## config.mk

```make
export PLATFORM = sky130hd
export DESIGN_NAME = bank_slice_flat
export DESIGN_NICKNAME = d
export VERILOG_FILES = /design/src/hw/mem_pkg.sv /design/src/hw/bank_if.sv /design/src/hw/bank_slice.sv /design/src/flat_wrapper.sv
export VERILOG_INCLUDE_DIRS = /design/src /design/src/hw
export SDC_FILE = /design/constraint.sdc
export NUM_CORES = 2
export LEC_CHECK = 0
export ABC_AREA = 1
export BUFFER_PORTS_ARGS = -buffer_cell sky130_fd_sc_hd__buf_2
export CAP_MARGIN = 20
export CORE_ASPECT_RATIO = 1.2
export CORE_MARGIN = 5
export CORE_UTILIZATION = 36
export CTS_CLUSTER_SIZE = 30
export DETAILED_ROUTE_END_ITERATION = 12
export PLACE_DENSITY = 0.6
export SLEW_MARGIN = 10
export SYNTH_ARGS = -nofsm -noshare
export SYNTH_HDL_FRONTEND = slang
export SYNTH_SLANG_ARGS = --single-unit
```

## constraint.sdc

```tcl
create_clock -name clk -period 4.72 [get_ports clk]
set_input_delay 0.236 -clock clk [delete_from_list [all_inputs] [get_ports clk]]
set_output_delay 0.236 -clock clk [all_outputs]
set_load 0.005 [all_outputs]
```

## src/hw/mem_macros.svh

```systemverilog
`ifndef MEM_MACROS_SVH
`define MEM_MACROS_SVH

// Port count
`define NUM_PORTS 2

// Physical banks, interleaved on the low address bits
`define NUM_BANKS 4

`define DATA_W 32
`define ADDR_W 8

// Bank select and row split of the address
`define BANK_W 2
`define ROW_W 6
`define NUM_ROWS 64

// Read pipeline stages inside a bank
`define RAM_DELAY 2

`endif

```

## src/hw/mem_pkg.sv

```systemverilog
`default_nettype none

`include "mem_macros.svh"

package mem_pkg;

  typedef logic [`DATA_W-1:0] data_t;

  typedef logic [`ROW_W-1:0] row_t;

  typedef logic [`BANK_W-1:0] bank_t;

  typedef logic [$clog2(`NUM_PORTS)-1:0] port_t;

  // Physical location of a read, returned alongside the data
  typedef struct packed {
    logic  fwrd;  // Data came from a write in the same cycle
    bank_t bank;
    row_t  row;
  } padr_t;

endpackage

`default_nettype wire

```

## src/hw/bank_if.sv

```systemverilog
`timescale 1ns/100ps
`default_nettype none

`include "mem_macros.svh"

interface bank_if;

  logic                          wr_en;
  logic [`ROW_W-1:0]             wr_row;
  logic [`DATA_W-1:0]            wr_data;
  logic                          rd_en;
  logic [`ROW_W-1:0]             rd_row;
  logic [$clog2(`NUM_PORTS)-1:0] rd_port;  // Requesting port, carried through the bank

  logic                          ret_vld;
  logic [`DATA_W-1:0]            ret_data;
  logic                          ret_fwrd;
  logic [`ROW_W-1:0]             ret_row;
  logic [$clog2(`NUM_PORTS)-1:0] ret_port;

  modport ctrl (
    output wr_en, wr_row, wr_data, rd_en, rd_row, rd_port,
    input  ret_vld, ret_data, ret_fwrd, ret_row, ret_port
  );

  modport bank (
    input  wr_en, wr_row, wr_data, rd_en, rd_row, rd_port,
    output ret_vld, ret_data, ret_fwrd, ret_row, ret_port
  );

endinterface

`default_nettype wire

```

## src/hw/bank_slice.sv

```systemverilog
`timescale 1ns/100ps
`default_nettype none

`include "mem_macros.svh"

module bank_slice (
  input  logic clk,
  input  logic rst,
  bank_if.bank bnk
);

  import mem_pkg::*;

  data_t mem [`NUM_ROWS];

  logic  vld_p [`RAM_DELAY];
  data_t data_p [`RAM_DELAY];
  logic  fwrd_p [`RAM_DELAY];
  row_t  row_p [`RAM_DELAY];
  port_t port_p [`RAM_DELAY];

  logic  fwrd;

  // The array still holds the old word during a same-row write
  assign fwrd = bnk.wr_en && bnk.rd_en && (bnk.wr_row == bnk.rd_row);

  always_ff @(posedge clk) begin
    if (bnk.wr_en) begin
      mem[bnk.wr_row] <= bnk.wr_data;
    end
  end

  always_ff @(posedge clk) begin
    if (rst) begin
      for (int i = 0; i < `RAM_DELAY; i++) begin
        vld_p[i] <= 1'b0;
      end
    end else begin
      vld_p[0] <= bnk.rd_en;
      for (int i = 1; i < `RAM_DELAY; i++) begin
        vld_p[i] <= vld_p[i-1];
      end
    end
  end

  always_ff @(posedge clk) begin
    data_p[0] <= fwrd ? bnk.wr_data : mem[bnk.rd_row];
    fwrd_p[0] <= fwrd;
    row_p[0]  <= bnk.rd_row;
    port_p[0] <= bnk.rd_port;
    for (int i = 1; i < `RAM_DELAY; i++) begin
      data_p[i] <= data_p[i-1];
      fwrd_p[i] <= fwrd_p[i-1];
      row_p[i]  <= row_p[i-1];
      port_p[i] <= port_p[i-1];
    end
  end

  assign bnk.ret_vld  = vld_p[`RAM_DELAY-1];
  assign bnk.ret_data = data_p[`RAM_DELAY-1];
  assign bnk.ret_fwrd = fwrd_p[`RAM_DELAY-1];
  assign bnk.ret_row  = row_p[`RAM_DELAY-1];
  assign bnk.ret_port = port_p[`RAM_DELAY-1];

endmodule

`default_nettype wire

```

## src/flat_wrapper.sv

```systemverilog
// flat-port wrapper written by rule: the top's interface ports become plain ports
module bank_slice_flat import mem_pkg::*;
  (clk, rst, bnk_wr_en, bnk_wr_row, bnk_wr_data, bnk_rd_en, bnk_rd_row, bnk_rd_port, bnk_ret_vld, bnk_ret_data, bnk_ret_fwrd, bnk_ret_row, bnk_ret_port);
  bank_if bnk_i ();
  input  logic clk;
  input  logic rst;
  input wire logic [$bits(bnk_i.wr_en)-1:0] bnk_wr_en;
  input wire logic [$bits(bnk_i.wr_row)-1:0] bnk_wr_row;
  input wire logic [$bits(bnk_i.wr_data)-1:0] bnk_wr_data;
  input wire logic [$bits(bnk_i.rd_en)-1:0] bnk_rd_en;
  input wire logic [$bits(bnk_i.rd_row)-1:0] bnk_rd_row;
  input wire logic [$bits(bnk_i.rd_port)-1:0] bnk_rd_port;
  output wire logic [$bits(bnk_i.ret_vld)-1:0] bnk_ret_vld;
  output wire logic [$bits(bnk_i.ret_data)-1:0] bnk_ret_data;
  output wire logic [$bits(bnk_i.ret_fwrd)-1:0] bnk_ret_fwrd;
  output wire logic [$bits(bnk_i.ret_row)-1:0] bnk_ret_row;
  output wire logic [$bits(bnk_i.ret_port)-1:0] bnk_ret_port;
  assign bnk_i.wr_en = bnk_wr_en;
  assign bnk_i.wr_row = bnk_wr_row;
  assign bnk_i.wr_data = bnk_wr_data;
  assign bnk_i.rd_en = bnk_rd_en;
  assign bnk_i.rd_row = bnk_rd_row;
  assign bnk_i.rd_port = bnk_rd_port;
  assign bnk_ret_vld = bnk_i.ret_vld;
  assign bnk_ret_data = bnk_i.ret_data;
  assign bnk_ret_fwrd = bnk_i.ret_fwrd;
  assign bnk_ret_row = bnk_i.ret_row;
  assign bnk_ret_port = bnk_i.ret_port;
  bank_slice u_core (.clk(clk), .rst(rst), .bnk(bnk_i));
endmodule
```

==> key figures <==
GRT
  • Via count of the first global-routing pass: between 50k and 60k
  • Pin count of the biggest net entering global routing: 199
  • Global-route wire length before repair: 355,000 um
  • Initial antenna violation count: 20
  • Total track usage: 19.3%
  • Global route overflow: 0

CTS
  • Clock buffers created by TritonCTS: 211
  • Clock Tree Buf Depth: 4
  • Clock latency on the worst-skew pair: 0.90 ns
  • Clock transition at the registers of the reported paths: approximately 0.06 ns
  • Total number of clock tree sinks: 2,130
  • Clock tree from TritonCTS: built
  • Clk Tree Root Cell: sky130_fd_sc_hd__clkbuf_16
  • Total number of H-tree levels: 4

Worst setup path
  • Destination of the critical timing path: u_core.data_p[0][12]
  • Crit-path slowest cell: sky130_fd_sc_hd__nor3b_4
  • Start of the worst register-to-register path: u_core.mem[39][12]
  • Reg-to-reg slack, setup: 2.86 ns
  • Crit path cell chain: buf_4, clkinv_2, nand2_1, nand3_1, nor3b_4, buf_4, nand2_1, nand2_1
  • Highest fanout seen on the critical path: 34
  • CP startpoint: bnk_rd_row[4]
  • Stages on worst setup path: 8
  • Slowest stage delay, CP: 0.93 ns
  • Arrival time of data at the critical path endpoint: between 3 and 4 ns
  • Data required time at the worst endpoint: 5.49 ns
  • Cell family with the largest share of critical-path delay: simple AND/OR/NAND/NOR gates
  • Worst Path Buf+Inv: 3
  • Cell with the most instances on the worst path: sky130_fd_sc_hd__nand2_1
  • Path type of the worst setup path: in2reg
  • Worst Setup Start Kind: input port
  • Reg2reg end: u_core.data_p[0][12]
  • Capturing element type of the critical path: flop
  • Worst Reg2Reg Path Length in Cells: 8

Placement
  • Post-placement cell count: ~9.7k
  • Final GP Congestion: 0.837
  • DPL Wire Length: between 100,000 and 150,000 um
  • Quantity of I/O buffers inserted on ports: between 80 and 90

Pwr
  • Worst VDD drop: 0.313 mV
  • Power Dens Cells: about 420 nW/um2
  • Static Leak: 32.9 nW

Timing
  • Max-slew violation count: 0
  • Worst slew slack as a fraction of its limit: under 10%
  • Clock period minus worst slack: 2.68 ns
  • Post-route setup TNS: 0 ns
  • Max Clock Freq: 373 MHz
  • Final setup violation count: 0
  • Worst-case hold slack: approximately 0.025 ns
  • Final count of hold timing violations: 0
  • Max Clock Skew: 0.101 ns
  • Transition time at the pin with the least slew margin: 1.39 ns
  • Setup repair after global routing missed its margin: false
  • Fraction of the cycle the final worst path needs: between 50% and 60%

Synthesis
  • Register area share after synthesis: 75.0%
  • Count of cell types in the netlist: 22
  • Mean cell area of the mapped netlist: 12.3 um2
  • Yosys warning total: 0
  • Post-synth top area share: between 70% and 80%
  • Number of nets in the synthesized netlist: 6,915
  • Most area-hungry cell type in the Yosys netlist: sky130_fd_sc_hd__edfxtp_1
  • Combined area of all synthesized cells: 84,200 um2
  • Number of register bits inferred by synthesis: 2,130
  • Cell count after synthesis: roughly 6.9k
  • Top cells by area in the synthesized netlist: sky130_fd_sc_hd__edfxtp_1, sky130_fd_sc_hd__nand3_1, sky130_fd_sc_hd__nand2_1

Final layout
  • Post-layout instance count excluding filler cells: between 10k and 15k
  • Total Nets Final: just under 7k
  • Area growth from synthesis to layout: 13.1%
  • Share of cells above drive strength 1: slightly below 9%

Outcome
  • Result of the run: finished clean

Min path
  • Hold Crit Class: in2reg

Drt
  • Wire length per cell after detailed routing: ~24 um
  • Drt first pass iters: 8
  • Routed Antenna Nets: 0
  • Vias: 54.5k
  • Overall routed net length: 244,000 um
  • # DRC: 0
  • Violation count after the first detailed-route iteration: 6,348
  • Vias per Instance: 5.40

Floorplanning
  • Number of standard-cell rows in the floorplan: ~190
  • Core area: between 200,000 and 250,000 um2
  • Initial Utilization: 36.2%
  • Floorplan die height: 540 um
  • X dimension of the die: 451 um
  • Die area: 244,000 um2
  • Top-level port count: 90

Flow run
  • MaxCap Viol Count: 0
[placed cells by master (no fill, tap or decap), types with 2 or more instances in the layout]
cell / n
sky130_fd_sc_hd__buf_12: 32
sky130_fd_sc_hd__nand2_1: 2116
sky130_fd_sc_hd__clkinv_2: 45
sky130_fd_sc_hd__buf_2: 68
sky130_fd_sc_hd__bufinv_16: 22
sky130_fd_sc_hd__nor4_2: 8
sky130_fd_sc_hd__clkinv_1: 44
sky130_fd_sc_hd__clkinvlp_4: 4
sky130_fd_sc_hd__buf_4: 151
sky130_fd_sc_hd__inv_6: 5
sky130_fd_sc_hd__inv_16: 3
sky130_fd_sc_hd__buf_8: 3
sky130_fd_sc_hd__clkbuf_1: 45
sky130_fd_sc_hd__clkinv_8: 4
sky130_fd_sc_hd__inv_1: 9
sky130_fd_sc_hd__nand4_1: 10
sky130_fd_sc_hd__diode_2: 15
sky130_fd_sc_hd__xnor2_1: 3
sky130_fd_sc_hd__inv_8: 2
sky130_fd_sc_hd__clkbuf_16: 211
sky130_fd_sc_hd__dfxtp_1: 82
sky130_fd_sc_hd__clkinv_16: 3
sky130_fd_sc_hd__edfxtp_1: 2048
sky130_fd_sc_hd__dlygate4sd3_1: 22
sky130_fd_sc_hd__buf_6: 2
sky130_fd_sc_hd__nor2_1: 4
sky130_fd_sc_hd__nor2_4: 56
sky130_fd_sc_hd__nand3_1: 2024
[metrics by stage]
| stage | setup slack (ns) | cell area, um2 | util [%] | power [W] |
|---|---|---|---|---|
| 2_1_floorplan | 0.449 | 84200 | - | 0.0227 |
| 3_3_place_gp | 1.21 | 88100 | 37.8 | 0.0238 |
| 3_5_place_dp | 1.25 | 88100 | 37.9 | 0.0238 |
| 4_1_cts | 2.12 | 95100 | 40.9 | 0.0404 |
| 5_1_grt | 2.07 | 95200 | 40.9 | 0.0413 |
| 6_report | 2.04 | 95200 | 40.9 | 0.0401 |
[where the power goes]
group | leakage, nW | internal (W) | switching [W]
clock | 3.30 | 0.00944 | 0.00719
sequential | 19.1 | 0.0209 | 0.000117
combinational | 10.5 | 0.000579 | 0.00183
[repair_timing]
| item | in CTS | in global routing |
|---|---|---|
| gates resized for setup | 0 | 0 |
| setup buffers | 0 | 0 |
| hold buffers | 22 | 0 |
| hold endpoints to repair | 217 | 0 |
[synthesized netlist by cell type, drive strengths merged]
| cell type | n |
|---|---|
| edfxtp | 2048 |
| buf | 408 |
| clkinv | 1 |
| nor3 | 1 |
| nand3b | 1 |
| clkbuf | 86 |
| a21oi | 1 |
| nand4 | 10 |
| dfxtp | 82 |
| xor2 | 1 |
| nor2 | 60 |
| nand3 | 2024 |
| nand2 | 2116 |
| inv | 14 |
| nor3b | 1 |
| xnor2 | 3 |
| nor4 | 9 |
[area by class of cell]
class / instances / area (um2)
multi-input cells: 4227 / 19000
well taps: 3038 / 3800
diodes: 15 / 37.5
clock buffers: 256 / 5450
flip-flops and latches: 2130 / 63100
inverters: 15 / 103
fillers: 21200 / 138000
repair buffers: 279 / 2430
clock inverters: 127 / 1300
[per-layer routing]
| layer | track usage [%] | up-vias | share of wire, % |
|---|---|---|---|
| met1 | 25.2 | 27200 | 39 |
| met3 | 2.85 | 422 | 7.5 |
| met2 | 33.1 | 2347 | 50 |
| met4 | 6.61 | 6 | 3.7 |
| li1 | - | 24500 | - |
| met5 | 0 | - | 0.014 |
[logic make-up (layout without fill, tap and decap cells)]
kind of cell / count (synthesis) / after routing / synth area share, %
AND/OR/NAND/NOR: 4222 / 4222 / 21.9
other: 0 / 15 / 0
AO/OA/AOI/OAI: 1 / 1 / 0.00594
buffers and inverters: 509 / 677 / 3.05
XOR/XNOR: 4 / 4 / 0.0416
flip-flops: 2130 / 2130 / 75.0
[sequential cells by signal, indices dropped and copies added, names as in the netlist]
register	flops
u_core.data_p	64
u_core.fwrd_p	2
u_core.mem	2048
u_core.port_p	2
u_core.row_p	12
u_core.vld_p	2
[worst min path at each step]
stage / startpoint / end / depth (start not counted)
global placement: u_core.row_p[0][3] / u_core.row_p[0][9] / 0
finish: bnk_wr_data[7] / u_core.mem[58][7] / 1
detailed placement: u_core.row_p[0][3] / u_core.row_p[0][9] / 0
global route: bnk_wr_data[7] / u_core.mem[58][7] / 1
CTS: bnk_wr_data[25] / u_core.mem[58][25] / 1
floorplan: bnk_rd_port / u_core.port_p[0][0] / 0
[worst register-to-register path, cell delays in order, from the launching register on]
cell	delay, ns
sky130_fd_sc_hd__edfxtp_1	0.37
sky130_fd_sc_hd__nand2_1	0.08
sky130_fd_sc_hd__nand3_1	0.09
sky130_fd_sc_hd__nand3_1	0.11
sky130_fd_sc_hd__nand3_1	0.15
sky130_fd_sc_hd__nand3_1	0.36
sky130_fd_sc_hd__nand3_1	0.31
sky130_fd_sc_hd__nand3_1	0.17
sky130_fd_sc_hd__nand2_1	0.07
No activity file was read; power rests on OpenSTA's default activity.
